==> config.mk <==
export PLATFORM = sky130hd
export DESIGN_NAME = blkdev_boot_sys
export DESIGN_NICKNAME = d
export VERILOG_FILES = /design/src/design/blkdev_pkg.sv /design/src/design/boot_loader.sv /design/src/design/blkdev_ctrl.sv /design/src/design/blkdev_cache.sv /design/src/design/blk_store.sv /design/src/design/blkdev_boot_sys.sv
export VERILOG_INCLUDE_DIRS = /design/src /design/src/design
export SDC_FILE = /design/constraint.sdc
export NUM_CORES = 2
export LEC_CHECK = 0
export ABC_CLOCK_PERIOD_IN_PS = 8640
export BUFFER_PORTS_ARGS = -buffer_cell sky130_fd_sc_hd__buf_2
export CORE_UTILIZATION = 57
export DETAILED_ROUTE_END_ITERATION = 8
export HOLD_SLACK_MARGIN = 0.12
export PLACE_DENSITY = 0.85
export SLEW_MARGIN = 20
export SYNTH_ARGS = -nofsm -noshare
export SYNTH_HDL_FRONTEND = slang
export SYNTH_SLANG_ARGS = --single-unit
==> constraint.sdc <==
create_clock -name clk_i -period 8.64 [get_ports clk_i]
set_input_delay 1.728 -clock clk_i [delete_from_list [all_inputs] [get_ports clk_i]]
set_output_delay 1.728 -clock clk_i [all_outputs]
set_load 0.05 [all_outputs]
==> src/design/blkdev_params.svh <==
`ifndef BLKDEV_PARAMS_SVH
`define BLKDEV_PARAMS_SVH

// bus data word width
`define BLK_ARCHBITSZ 16
// one select per byte lane
`define BLK_SELBITSZ (`BLK_ARCHBITSZ / 8)
// word address width on the device bus
`define BLK_ADDRBITSZ 15

// block geometry
`define BLK_WORDS 16
`define BLK_WORDBITSZ 4
`define BLK_NBLOCKS 8
`define BLK_BLKBITSZ 3

// block loaded by the boot loader
`define BLK_BOOTBLOCK 0
// cache window sits right above the command registers
`define BLK_CACHE_BASE `BLK_WORDS

`endif

==> src/design/blkdev_pkg.sv <==
`default_nettype none

package blkdev_pkg;

	// bus operation codes with bit 0 set on writes
	typedef enum logic [1:0] {
		PI_NOOP = 2'b00,
		PI_WROP = 2'b01,
		PI_RDOP = 2'b10,
		PI_RWOP = 2'b11
	} pi_op_e;

	// command register addresses
	typedef enum logic [1:0] {
		CMD_RESET = 2'd0,
		CMD_SWAP  = 2'd1,
		CMD_READ  = 2'd2,
		CMD_WRITE = 2'd3
	} blk_cmd_e;

	// status codes returned by the status register
	typedef enum logic [1:0] {
		STATUS_POWEROFF = 2'd0,
		STATUS_READY    = 2'd1,
		STATUS_BUSY     = 2'd2,
		STATUS_ERROR    = 2'd3
	} blk_status_e;

	// boot sequencer states
	typedef enum logic [2:0] {
		BOOT_STATUS = 3'd0,
		BOOT_RESET  = 3'd1,
		BOOT_READ   = 3'd2,
		BOOT_SWAP   = 3'd3,
		BOOT_DONE   = 3'd4
	} boot_state_e;

endpackage

`default_nettype wire

==> src/design/boot_loader.sv <==
`timescale 1ns/10ps
`default_nettype none

`include "blkdev_params.svh"

module boot_loader #(
	parameter int BOOTBLOCK = `BLK_BOOTBLOCK
) (
	input  wire                          clk_i,
	input  wire                          rst_i,
	// external master side
	input  blkdev_pkg::pi_op_e           m_op_i,
	input  wire [`BLK_ADDRBITSZ-1:0]     m_addr_i,
	input  wire [`BLK_ARCHBITSZ-1:0]     m_data_i,
	input  wire [`BLK_SELBITSZ-1:0]      m_sel_i,
	output logic [`BLK_ARCHBITSZ-1:0]    m_data_o,
	output logic                         m_rdy_o,
	// device side
	output blkdev_pkg::pi_op_e           s_op_o,
	output logic [`BLK_ADDRBITSZ-1:0]    s_addr_o,
	output logic [`BLK_ARCHBITSZ-1:0]    s_data_o,
	output logic [`BLK_SELBITSZ-1:0]     s_sel_o,
	input  wire [`BLK_ARCHBITSZ-1:0]     s_data_i,
	input  wire                          s_rdy_i
);

	import blkdev_pkg::*;

	boot_state_e state;
	// state to enter once status reads ready
	boot_state_e next_state;
	// status read data is trusted only from the second status cycle
	logic        stat_vld;
	logic        done;

	assign done = (state == BOOT_DONE);

	always_ff @(posedge clk_i) begin
		if (rst_i) begin
			state      <= BOOT_STATUS;
			next_state <= BOOT_RESET;
			stat_vld   <= 1'b0;
		end else begin
			stat_vld <= (state == BOOT_STATUS);
			case (state)
				BOOT_STATUS: begin
					// wait for the device to report ready
					if (s_rdy_i && stat_vld &&
						s_data_i == `BLK_ARCHBITSZ'(STATUS_READY)) begin
						state <= next_state;
					end
				end
				BOOT_RESET: begin
					if (s_rdy_i) begin
						state      <= BOOT_STATUS;
						next_state <= BOOT_READ;
					end
				end
				BOOT_READ: begin
					// block transfer runs in the background so poll again
					if (s_rdy_i) begin
						state      <= BOOT_STATUS;
						next_state <= BOOT_SWAP;
					end
				end
				BOOT_SWAP: begin
					if (s_rdy_i) begin
						state <= BOOT_DONE;
					end
				end
				default: begin
					// hold done until reset
					state <= BOOT_DONE;
				end
			endcase
		end
	end

	always_comb begin
		// pass-through once booted
		s_op_o   = m_op_i;
		s_addr_o = m_addr_i;
		s_data_o = m_data_i;
		s_sel_o  = m_sel_i;
		m_data_o = s_data_i;
		m_rdy_o  = s_rdy_i;
		if (!done) begin
			// master is stalled with zero data during boot
			m_data_o = '0;
			m_rdy_o  = 1'b0;
			// every boot command is a full word read-write
			s_op_o   = PI_RWOP;
			s_sel_o  = {`BLK_SELBITSZ{1'b1}};
			s_data_o = '0;
			case (state)
				BOOT_RESET: begin
					s_addr_o = `BLK_ADDRBITSZ'(CMD_RESET);
					s_data_o = `BLK_ARCHBITSZ'(1);
				end
				BOOT_READ: begin
					s_addr_o = `BLK_ADDRBITSZ'(CMD_READ);
					s_data_o = `BLK_ARCHBITSZ'(BOOTBLOCK);
				end
				BOOT_SWAP: begin
					s_addr_o = `BLK_ADDRBITSZ'(CMD_SWAP);
				end
				default: begin
					// status read shares address 0 with reset
					s_addr_o = `BLK_ADDRBITSZ'(CMD_RESET);
				end
			endcase
		end
	end

	// master ready only answers a pending master request after boot
	a_no_rdy_before_done: assert property (@(posedge clk_i) disable iff (rst_i)
		m_rdy_o |-> done && (m_op_i != PI_NOOP));

endmodule

`default_nettype wire

==> src/design/blkdev_ctrl.sv <==
`timescale 1ns/10ps
`default_nettype none

`include "blkdev_params.svh"

module blkdev_ctrl (
	input  wire                                          clk_i,
	input  wire                                          rst_i,
	// device bus
	input  blkdev_pkg::pi_op_e                           op_i,
	input  wire [`BLK_ADDRBITSZ-1:0]                     addr_i,
	input  wire [`BLK_ARCHBITSZ-1:0]                     data_i,
	input  wire [`BLK_SELBITSZ-1:0]                      sel_i,
	output logic [`BLK_ARCHBITSZ-1:0]                    data_o,
	output logic                                         rdy_o,
	// cache front bank
	input  wire [`BLK_ARCHBITSZ-1:0]                     cache_rdata_i,
	output logic                                         cache_we_o,
	output logic [`BLK_SELBITSZ-1:0]                     cache_wsel_o,
	output logic [`BLK_WORDBITSZ-1:0]                    cache_addr_o,
	output logic [`BLK_ARCHBITSZ-1:0]                    cache_wdata_o,
	// cache back bank
	input  wire [`BLK_ARCHBITSZ-1:0]                     eng_rdata_i,
	output logic                                         eng_we_o,
	output logic [`BLK_WORDBITSZ-1:0]                    eng_addr_o,
	output logic [`BLK_ARCHBITSZ-1:0]                    eng_wdata_o,
	output logic                                         swap_o,
	// backing store
	input  wire [`BLK_ARCHBITSZ-1:0]                     store_rdata_i,
	input  wire                                          fill_busy_i,
	output logic [`BLK_BLKBITSZ+`BLK_WORDBITSZ-1:0]      store_addr_o,
	output logic                                         store_we_o,
	output logic [`BLK_ARCHBITSZ-1:0]                    store_wdata_o
);

	import blkdev_pkg::*;

	logic                       req;
	logic                       wr_op;
	logic                       is_cmd;
	logic                       is_status;
	logic                       is_cache;
	logic [`BLK_ADDRBITSZ-1:0]  cache_off;
	blk_cmd_e                   cmd;
	blk_status_e                status;
	logic                       busy;
	logic                       cmd_acc;
	logic                       xfer_start;
	logic                       ctrl_rst;
	// transfer engine state
	logic                       xfer_busy;
	logic                       xfer_wr;
	logic [`BLK_BLKBITSZ-1:0]   xfer_blk;
	logic [`BLK_WORDBITSZ-1:0]  xfer_cnt;

	assign req   = (op_i != PI_NOOP);
	// op bit 0 marks a write
	assign wr_op = (op_i == PI_WROP) || (op_i == PI_RWOP);

	// address decode
	assign cmd       = blk_cmd_e'(addr_i[1:0]);
	assign is_cmd    = (addr_i[`BLK_ADDRBITSZ-1:2] == '0);
	assign is_status = is_cmd && (cmd == CMD_RESET);
	// offset wraps below the base so one compare covers the window
	assign cache_off = addr_i - `BLK_ADDRBITSZ'(`BLK_CACHE_BASE);
	assign is_cache  = (cache_off < `BLK_ADDRBITSZ'(`BLK_WORDS));

	// fill and transfers both report busy
	assign busy   = xfer_busy || fill_busy_i;
	assign status = busy ? STATUS_BUSY : STATUS_READY;

	// status always answers while everything else stalls on busy
	assign rdy_o = req && (is_status || !busy);

	always_comb begin
		data_o = '0;
		if (is_status) begin
			data_o = `BLK_ARCHBITSZ'(status);
		end else if (is_cache) begin
			data_o = cache_rdata_i;
		end
	end

	// commands are read-write accesses only
	assign cmd_acc    = rdy_o && is_cmd && (op_i == PI_RWOP);
	assign ctrl_rst   = cmd_acc && (cmd == CMD_RESET) && (data_i == `BLK_ARCHBITSZ'(1));
	assign swap_o     = cmd_acc && (cmd == CMD_SWAP);
	assign xfer_start = cmd_acc && ((cmd == CMD_READ) || (cmd == CMD_WRITE));

	// front bank access
	assign cache_we_o    = rdy_o && is_cache && wr_op;
	assign cache_wsel_o  = sel_i;
	assign cache_addr_o  = cache_off[`BLK_WORDBITSZ-1:0];
	assign cache_wdata_o = data_i;

	always_ff @(posedge clk_i) begin
		if (rst_i || ctrl_rst) begin
			xfer_busy <= 1'b0;
			xfer_cnt  <= '0;
		end else if (xfer_start) begin
			xfer_busy <= 1'b1;
			xfer_cnt  <= '0;
		end else if (xfer_busy) begin
			// one word per cycle
			xfer_cnt <= xfer_cnt + 1'b1;
			if (xfer_cnt == `BLK_WORDBITSZ'(`BLK_WORDS - 1)) begin
				xfer_busy <= 1'b0;
			end
		end
	end

	// block index and direction latched with the command
	always_ff @(posedge clk_i) begin
		if (xfer_start) begin
			xfer_blk <= data_i[`BLK_BLKBITSZ-1:0];
			xfer_wr  <= (cmd == CMD_WRITE);
		end
	end

	// read copies store to back bank and write copies back bank to store
	assign store_addr_o  = {xfer_blk, xfer_cnt};
	assign store_we_o    = xfer_busy && xfer_wr;
	assign store_wdata_o = eng_rdata_i;
	assign eng_addr_o    = xfer_cnt;
	assign eng_we_o      = xfer_busy && !xfer_wr;
	assign eng_wdata_o   = store_rdata_i;

	// a swap would move the bank under the running engine or the fill
	a_no_swap_busy: assert property (@(posedge clk_i) disable iff (rst_i)
		swap_o |-> !xfer_busy && !fill_busy_i);

endmodule

`default_nettype wire

==> src/design/blkdev_cache.sv <==
`timescale 1ns/10ps
`default_nettype none

`include "blkdev_params.svh"

module blkdev_cache (
	input  wire                          clk_i,
	input  wire                          rst_i,
	input  wire                          swap_i,
	// front bank port
	input  wire                          bus_we_i,
	input  wire [`BLK_SELBITSZ-1:0]      bus_sel_i,
	input  wire [`BLK_WORDBITSZ-1:0]     bus_addr_i,
	input  wire [`BLK_ARCHBITSZ-1:0]     bus_wdata_i,
	output logic [`BLK_ARCHBITSZ-1:0]    bus_rdata_o,
	// back bank port
	input  wire                          eng_we_i,
	input  wire [`BLK_WORDBITSZ-1:0]     eng_addr_i,
	input  wire [`BLK_ARCHBITSZ-1:0]     eng_wdata_i,
	output logic [`BLK_ARCHBITSZ-1:0]    eng_rdata_o
);

	logic [`BLK_ARCHBITSZ-1:0] mem [0:1][0:`BLK_WORDS-1];
	// index of the bank seen by the bus
	logic                      front;
	logic                      back;

	assign back = ~front;

	always_ff @(posedge clk_i) begin
		if (rst_i) begin
			front <= 1'b0;
		end else if (swap_i) begin
			front <= ~front;
		end
	end

	always_ff @(posedge clk_i) begin
		// byte lanes written one by one
		if (bus_we_i) begin
			for (int i = 0; i < `BLK_SELBITSZ; i++) begin
				if (bus_sel_i[i]) begin
					mem[front][bus_addr_i][8*i +: 8] <= bus_wdata_i[8*i +: 8];
				end
			end
		end
		// engine always writes full words
		if (eng_we_i) begin
			mem[back][eng_addr_i] <= eng_wdata_i;
		end
	end

	// combinational reads on both banks
	assign bus_rdata_o = mem[front][bus_addr_i];
	assign eng_rdata_o = mem[back][eng_addr_i];

endmodule

`default_nettype wire

==> src/design/blk_store.sv <==
`timescale 1ns/10ps
`default_nettype none

`include "blkdev_params.svh"

module blk_store (
	input  wire                                      clk_i,
	input  wire                                      rst_i,
	input  wire [`BLK_BLKBITSZ+`BLK_WORDBITSZ-1:0]   addr_i,
	input  wire                                      we_i,
	input  wire [`BLK_ARCHBITSZ-1:0]                 wdata_i,
	output logic [`BLK_ARCHBITSZ-1:0]                rdata_o,
	output logic                                     fill_busy_o
);

	localparam int ABITS = `BLK_BLKBITSZ + `BLK_WORDBITSZ;
	localparam int HALF  = `BLK_ARCHBITSZ / 2;

	logic [`BLK_ARCHBITSZ-1:0] mem [0:`BLK_NBLOCKS*`BLK_WORDS-1];
	// word being filled with the block in the upper bits
	logic [ABITS-1:0]          fill_cnt;
	logic [`BLK_ARCHBITSZ-1:0] fill_word;

	// block index in the high byte, word index in the low byte
	assign fill_word = {HALF'(fill_cnt[ABITS-1:`BLK_WORDBITSZ]),
		HALF'(fill_cnt[`BLK_WORDBITSZ-1:0])};

	always_ff @(posedge clk_i) begin
		if (rst_i) begin
			fill_cnt    <= '0;
			fill_busy_o <= 1'b1;
		end else if (fill_busy_o) begin
			fill_cnt <= fill_cnt + 1'b1;
			// last word of the last block
			if (fill_cnt == ABITS'(`BLK_NBLOCKS * `BLK_WORDS - 1)) begin
				fill_busy_o <= 1'b0;
			end
		end
	end

	// fill owns the write port until done
	always_ff @(posedge clk_i) begin
		if (fill_busy_o) begin
			mem[fill_cnt] <= fill_word;
		end else if (we_i) begin
			mem[addr_i] <= wdata_i;
		end
	end

	assign rdata_o = mem[addr_i];

	// controller must hold off writes while the pattern fill runs
	a_no_write_fill: assert property (@(posedge clk_i) disable iff (rst_i)
		fill_busy_o |-> !we_i);

endmodule

`default_nettype wire

==> src/design/blkdev_boot_sys.sv <==
`timescale 1ns/10ps
`default_nettype none

`include "blkdev_params.svh"

module blkdev_boot_sys (
	input  wire                          clk_i,
	input  wire                          rst_i,
	input  blkdev_pkg::pi_op_e           m_op_i,
	input  wire [`BLK_ADDRBITSZ-1:0]     m_addr_i,
	input  wire [`BLK_ARCHBITSZ-1:0]     m_data_i,
	input  wire [`BLK_SELBITSZ-1:0]      m_sel_i,
	output logic [`BLK_ARCHBITSZ-1:0]    m_data_o,
	output logic                         m_rdy_o
);

	import blkdev_pkg::*;

	// loader to controller bus
	pi_op_e                                  s_op;
	logic [`BLK_ADDRBITSZ-1:0]               s_addr;
	logic [`BLK_ARCHBITSZ-1:0]               s_wdata;
	logic [`BLK_ARCHBITSZ-1:0]               s_rdata;
	logic [`BLK_SELBITSZ-1:0]                s_sel;
	logic                                    s_rdy;
	// cache ports
	logic                                    cache_we;
	logic [`BLK_SELBITSZ-1:0]                cache_wsel;
	logic [`BLK_WORDBITSZ-1:0]               cache_addr;
	logic [`BLK_ARCHBITSZ-1:0]               cache_wdata;
	logic [`BLK_ARCHBITSZ-1:0]               cache_rdata;
	logic                                    eng_we;
	logic [`BLK_WORDBITSZ-1:0]               eng_addr;
	logic [`BLK_ARCHBITSZ-1:0]               eng_wdata;
	logic [`BLK_ARCHBITSZ-1:0]               eng_rdata;
	logic                                    swap;
	// store port
	logic [`BLK_BLKBITSZ+`BLK_WORDBITSZ-1:0] store_addr;
	logic                                    store_we;
	logic [`BLK_ARCHBITSZ-1:0]               store_wdata;
	logic [`BLK_ARCHBITSZ-1:0]               store_rdata;
	logic                                    fill_busy;

	boot_loader #(
		.BOOTBLOCK (`BLK_BOOTBLOCK)
	) u_boot_loader (
		.clk_i    (clk_i),
		.rst_i    (rst_i),
		.m_op_i   (m_op_i),
		.m_addr_i (m_addr_i),
		.m_data_i (m_data_i),
		.m_sel_i  (m_sel_i),
		.m_data_o (m_data_o),
		.m_rdy_o  (m_rdy_o),
		.s_op_o   (s_op),
		.s_addr_o (s_addr),
		.s_data_o (s_wdata),
		.s_sel_o  (s_sel),
		.s_data_i (s_rdata),
		.s_rdy_i  (s_rdy)
	);

	blkdev_ctrl u_blkdev_ctrl (
		.clk_i         (clk_i),
		.rst_i         (rst_i),
		.op_i          (s_op),
		.addr_i        (s_addr),
		.data_i        (s_wdata),
		.sel_i         (s_sel),
		.data_o        (s_rdata),
		.rdy_o         (s_rdy),
		.cache_rdata_i (cache_rdata),
		.cache_we_o    (cache_we),
		.cache_wsel_o  (cache_wsel),
		.cache_addr_o  (cache_addr),
		.cache_wdata_o (cache_wdata),
		.eng_rdata_i   (eng_rdata),
		.eng_we_o      (eng_we),
		.eng_addr_o    (eng_addr),
		.eng_wdata_o   (eng_wdata),
		.swap_o        (swap),
		.store_rdata_i (store_rdata),
		.fill_busy_i   (fill_busy),
		.store_addr_o  (store_addr),
		.store_we_o    (store_we),
		.store_wdata_o (store_wdata)
	);

	blkdev_cache u_blkdev_cache (
		.clk_i       (clk_i),
		.rst_i       (rst_i),
		.swap_i      (swap),
		.bus_we_i    (cache_we),
		.bus_sel_i   (cache_wsel),
		.bus_addr_i  (cache_addr),
		.bus_wdata_i (cache_wdata),
		.bus_rdata_o (cache_rdata),
		.eng_we_i    (eng_we),
		.eng_addr_i  (eng_addr),
		.eng_wdata_i (eng_wdata),
		.eng_rdata_o (eng_rdata)
	);

	blk_store u_blk_store (
		.clk_i       (clk_i),
		.rst_i       (rst_i),
		.addr_i      (store_addr),
		.we_i        (store_we),
		.wdata_i     (store_wdata),
		.rdata_o     (store_rdata),
		.fill_busy_o (fill_busy)
	);

endmodule

`default_nettype wire

# Yosys cells after proc, flatten, opt, wreduce, memory -nomap -nowiden
# Memories as Yosys holds them, arrays and structs flattened. A register that Yosys moved wholly into a read port is not among the register bits.
# Index checks and enable logic that the tools add are counted.
# word_totals
register_bits	25
ramBits	2560
input_bits	37
wordCells	643
mem_count	2
# memory_table
memory	words	word_bits	rd	rd_clocked_by_memory_dff	wr	line_no	text
u_blk_store.mem	128	16	1	0	1	blk_store.sv:19	logic [`BLK_ARCHBITSZ-1:0] mem [0:`BLK_NBLOCKS*`BLK_WORDS-1];
u_blkdev_cache.mem	2	256	2	1	1	blkdev_cache.sv:23	logic [`BLK_ARCHBITSZ-1:0] mem [0:1][0:`BLK_WORDS-1];
# op_classes
n_addsub	3
order_cmp	5
n_eq_ne	18
mux	312
bitwise_logic	259
n_reduce_logical	34
# ops
operator	count
256-bit 2-to-1 mux	5
1-bit 2-to-1 mux	277
1-bit OR	256
256-bit OR reduction	1
16-bit demux with 4-bit select	3
16-bit 2-to-1 mux	11
16-bit binary-select mux with 4-bit select	2
16-bit by 1-bit == test with 1-bit output (second input constant)	2
1-bit logical AND	16
16-bit OR reduction	1
15-bit by 5-bit < comparator with 1-bit output (second input constant)	1
15-bit 2-to-1 mux	1
3-bit 2-to-1 mux	5
15-bit by 5-bit subtractor with 15-bit output (second input constant)	1
13-bit logical NOT	1
5-bit >= comparator (second input constant)	2
5-bit by 1-bit < comparator with 1-bit output (second input constant)	2
4-bit inverter with 5-bit output	2
3-bit case mux with 3 select lines	1
8-bit 2-to-1 mux	1
2-bit by 1-bit inequality test with 1-bit output (second input constant)	4
7-bit by 1-bit adder with 7-bit output (second input constant)	1
7-bit == test (second input constant)	1
7-bit 2-to-1 mux	1
other kinds (19)	33

# Logic depth before layout (Yosys ltp)
# logic_depth
depth_word	14
ltp_mapped	14
depth_no_buf	9

# Modules after synthesis
# A second synthesis with hierarchy kept.
# hier_totals
cells_unflattened	5484
hier_area_um2	111366.8
# modules_own_cells
module	instances	cells_each	area_each_um2	seq_area_each_um2
blk_store	1	3152	78876.9	61659.1
blkdev_cache	1	2093	30565.6	15414.8
blkdev_ctrl	1	142	1212.4	220.2
boot_loader	1	97	711.9	120.1

# Worst setup path after synthesis
# OpenSTA, ideal clock, no wires.
# synth_timing
path_kind	register to register
from	reg u_blkdev_ctrl.xfer_cnt[0] (netlist: u_blkdev_ctrl.eng_addr_o[0])
to	mem u_blk_store.mem[0][10] in the netlist's numbering, data pin
t_arrival_ps	6881
t_required_ps	7443
path_slack_ps	562
stages_incl_launch_ff	11
synth_period_minus_slack_ps	8078
path_cell_list	dfxtp_1 buf_2 buf_4 buf_2 buf_4 buf_2 mux4_2 mux2i_1 o22ai_1 a21oi_1 o21ai_0
# synth_between
elab_chain_len	5
# synth_rtl
item	line_no	text
start, declared	blkdev_ctrl.sv:54	logic [`BLK_WORDBITSZ-1:0] xfer_cnt;
start signal, assigned	blkdev_ctrl.sv:105	xfer_cnt <= xfer_cnt + 1'b1;
4-bit inverter with 5-bit output (not written as such)	blkdev_cache.sv:55	assign eng_rdata_o = mem[back][eng_addr_i];
16-bit binary-select mux with 4-bit select	blkdev_cache.sv:55	
16-bit 2-to-1 mux (not written as such) (2 in a row)	blkdev_cache.sv:55	
16-bit 2-to-1 mux (no source line)	--	
end, declared	blk_store.sv:19	
# Every way passes these cells. The select of a mux whose other input is x is not followed.

# Worst setup path in the final report
# layout_timing
from	reg u_boot_loader.state[2]
to	out m_data_o[12]
# layout_between
elab_chain_len	11
elab_cells_between_ends	17
classes_between	add/sub (1); order compare (1); eq/ne (3); mux (8); bitwise (1); reduce/logical (3)
# layout_rtl
item	line_no	text
start, declared	boot_loader.sv:29	boot_state_e state;
start signal, assigned	boot_loader.sv:50	state <= next_state;
parallel branches: the longest is 10 deep, another holds 15-bit by 5-bit subtractor with 15-bit output	--	
16-bit 2-to-1 mux *	boot_loader.sv:87	if (!done) begin
end, declared	blkdev_boot_sys.sv:13	output logic [`BLK_ARCHBITSZ-1:0] m_data_o,
# Mark *: on every way between the ends. The select of a mux whose other input is x is not followed.

==> qor.yml <==
syn_nets: 5433
stdcell_area_um2: 116000
yosys.cell_types.count: 76
r2r_end: "u_blkdev_cache.mem[1][149]"
drtIter0Drc: 11183
antenna_left: 0
grt_max_degree: 144
via_count: 60071
whs_path_depth: 2
ir_worst_vdd_v: 0.000178
syn_avg_cell_area_um2: 19.4
rsz0062_at_grt: "false"
grt_pass1_wl_mm: 418
syn2layout_area_growth_pct: 11.4
synthArstFlopShare_pct: 0
hp-start: "u_boot_loader.next_state[1]"
avgViaCountPerCell: 7.38
die_x_um: 430
insertion_delay_ns: 0.90
wl_per_cell_um: 36.2
fin_crit_ns: 6.63
dr.pass1.iters: 8
initial_utilization_pct: 57.5
fill_cells: 10888
power_density_nw_per_um2: 210
portBuffers: 53
ys_top_cells_by_area: "edfxtp_1, mux4_2, mux2i_1, a22oi_1, o22ai_1"
ys_top_cells_by_count: "edfxtp_1, mux4_2, mux2i_1"
netlist_area_um2: 104000
yosysWarnings: 0
maxCapViolCount: 0
netlist.area_leader.share_pct: 73.8
ctsLongestPathBuffers: 3
grt_antenna_before_repair: 11
synth_top_flop_cell: "edfxtp_1"
finalSetupViolations: 0
dp_cells: 7694
crit_path_start_kind: "register"
overflow: 0
cpMostUsedCell: "buf_4"
dieArea_um2: 185000
path_clk_slew_ns: 0.06
wl_met3_mm: 41.1
synth_cells: 5390
totalPowerFinal_mw: 24.4
synth.largest_area_cell: "edfxtp_1"
cts_resized: 0
post-synth-top-count-cell: "edfxtp_1"
top_layer_used: "met5"
wl_mm: 294
clock.fmax_mhz: 151
fin_skew_ns: 0.0707
reg2reg_depth: 9
die_h_um: 430
worst_hold_slack_ns: 0.494
worst-slew-pin-transition_ns: 1.27
ios: 54
numCtsBuffers: 232
tns_ns: 0
post-cts-setup-buffer-count: 0
cp_cell_sequence: "nor3b_2 > nand2_1 > ha_1 > a21boi_0 > nand4_1 > a2111o_1 > buf_4 > a21oi_1 > o221ai_1 > a2111oi_0 > buf_4 > buf_2"
dpl.hpwl_mm: 167
holdPathEnd: "u_boot_loader.next_state[1]"
hold_class: "register to register"
timing.rr.start: "u_blkdev_ctrl.eng_addr_o[1]"
grtUsageTotal_pct: 31.6
max_slew_margin_pct: 15.1
ys_seq_elements: 2585
crit_path_top_delay_cell: "nor3b_2"
ys_seq_area_share_pct: 74.2
synth-edff-count: 2564
maxSlewViolCount: 0
final_cells: 8142
holdBufCountCts: 0
drt-met1-wl_mm: 97.0
nets: 5605
endpoint_kind: "output pin"
cts_root_buffer: "clkbuf_16"
crit_fanout: 18
rows: 156
met2WireLength_mm: 138
fp.coreArea_um2: 181000
outcome: "finished clean"
path_class: "register to output pin"
rrSetupSlack_ns: 2.93
arrival_ns: 4.90
cts-htree-levels: 4
drc_errors: 0
grt_pass1_vias: 59011
timing.final.crit_share_pct: 76.7
finalWeightedCongestion: 0.998
p_leak_nw: 34.9
layout-drive-gt1-share_pct: 21.7
dpl_cell_area_um2: 108000
tritoncts: "done"
required_ns: 6.91
finalHoldViolations: 0
max_stage_delay_ns: 0.72
clkSinkCount: 2585
how the worst max path moves through the flow:
stage / depth (start not counted) / from / end / slack, ns
3_3_place_gp: 9 / m_addr_i[1] / m_data_o[0] / 2.30
2_1_floorplan: 10 / u_blkdev_ctrl.eng_addr_o[0] / u_blk_store.mem[0][10] / 0.56
5_1_grt: 12 / u_boot_loader.state[2] / m_data_o[12] / 1.80
4_1_cts: 8 / register / m_data_o[0] / 2.10
6_report: 12 / u_boot_loader.state[2] / m_data_o[12] / 2.01
3_5_place_dp: 10 / m_addr_i[0] / m_data_o[0] / 2.21
worst max-delay path: cells and delay by family (launching register included):
kind | cells | cell delay [ns]
flip-flops | 1 | 0.65
AND/OR/NAND/NOR | 3 | 0.96
buffers and inverters | 3 | 0.73
AO/OA/AOI/OAI | 5 | 1.34
adder cells (fa/ha/maj) | 1 | 0.31
cell families after synthesis:
group | count (synthesis) | share of synthesized area [%]
flip-flops | 2585 | 74.2
multiplexers | 1065 | 16.5
AO/OA/AOI/OAI | 724 | 4.84
AND/OR/NAND/NOR | 645 | 2.76
buffers and inverters | 353 | 1.49
XOR/XNOR | 12 | 0.101
adder cells (fa/ha/maj) | 6 | 0.0720
area by class of cell:
| cell class | count | area [µm²] | area share, % |
|---|---|---|---|
| flip-flops and latches | 2585 | 77400 | 66.7 |
| repair buffers | 282 | 2130 | 1.84 |
| diodes | 12 | 30.0 | 0.0259 |
| clock buffers | 287 | 6120 | 5.27 |
| well taps | 2370 | 2970 | 2.55 |
| multi-input cells | 2452 | 25900 | 22.3 |
| inverters | 9 | 33.8 | 0.0291 |
| clock inverters | 145 | 1550 | 1.34 |
registers in the layout, summed over array words and instances (netlist names), named ones only:
signal,count
u_boot_loader.stat_vld,1
u_blk_store.mem,2048
u_blkdev_ctrl.xfer_blk,3
u_blk_store.fill_busy_o,1
u_blk_store.fill_cnt,7
u_boot_loader.state,3
u_blkdev_cache.mem,512
u_blkdev_cache.front,1
u_blkdev_ctrl.eng_addr_o,4
u_blkdev_ctrl.xfer_busy,1
u_blkdev_ctrl.xfer_wr,1
u_boot_loader.next_state,2
routing by layer:
metal | up-vias | GRT usage (%)
li1 | 22804 | -
met4 | 6 | 16.7
met2 | 5961 | 49.2
met1 | 30169 | 41.3
met5 | - | 0
met3 | 1131 | 8.14
stage by stage:
step                setup WS (ns)  utilization [%]
floorplan                   0.562                -
finish                       2.01             64.1
detailed placement           2.21             59.8
global route                 1.80             64.0
global placement             2.30             59.8
CTS                          2.10             64.0
cells in the final DEF (no fill, tap or decap), types with 25 or more instances in the layout:
| cell type | n |
|---|---|
| buf_4 | 213 |
| mux2i_1 | 517 |
| bufinv_16 | 29 |
| o22ai_1 | 156 |
| clkinv_1 | 53 |
| clkbuf_16 | 237 |
| a22oi_1 | 169 |
| clkbuf_1 | 50 |
| a221oi_1 | 58 |
| nand3_1 | 58 |
| nand2_1 | 195 |
| a21oi_1 | 80 |
| o21ai_0 | 42 |
| mux4_2 | 523 |
| nor2_1 | 225 |
| buf_2 | 53 |
| edfxtp_1 | 2564 |
| a31oi_1 | 35 |
| mux2_2 | 25 |
| a211oi_1 | 93 |
| clkinv_2 | 44 |
power breakdown:
| part | internal (mW) | switching (mW) |
|---|---|---|
| Combinational | 0.0343 | 0.147 |
| Sequential | 13.6 | 0.0110 |
| Clock | 5.89 | 4.64 |
(Power assumes the default switching activity.)
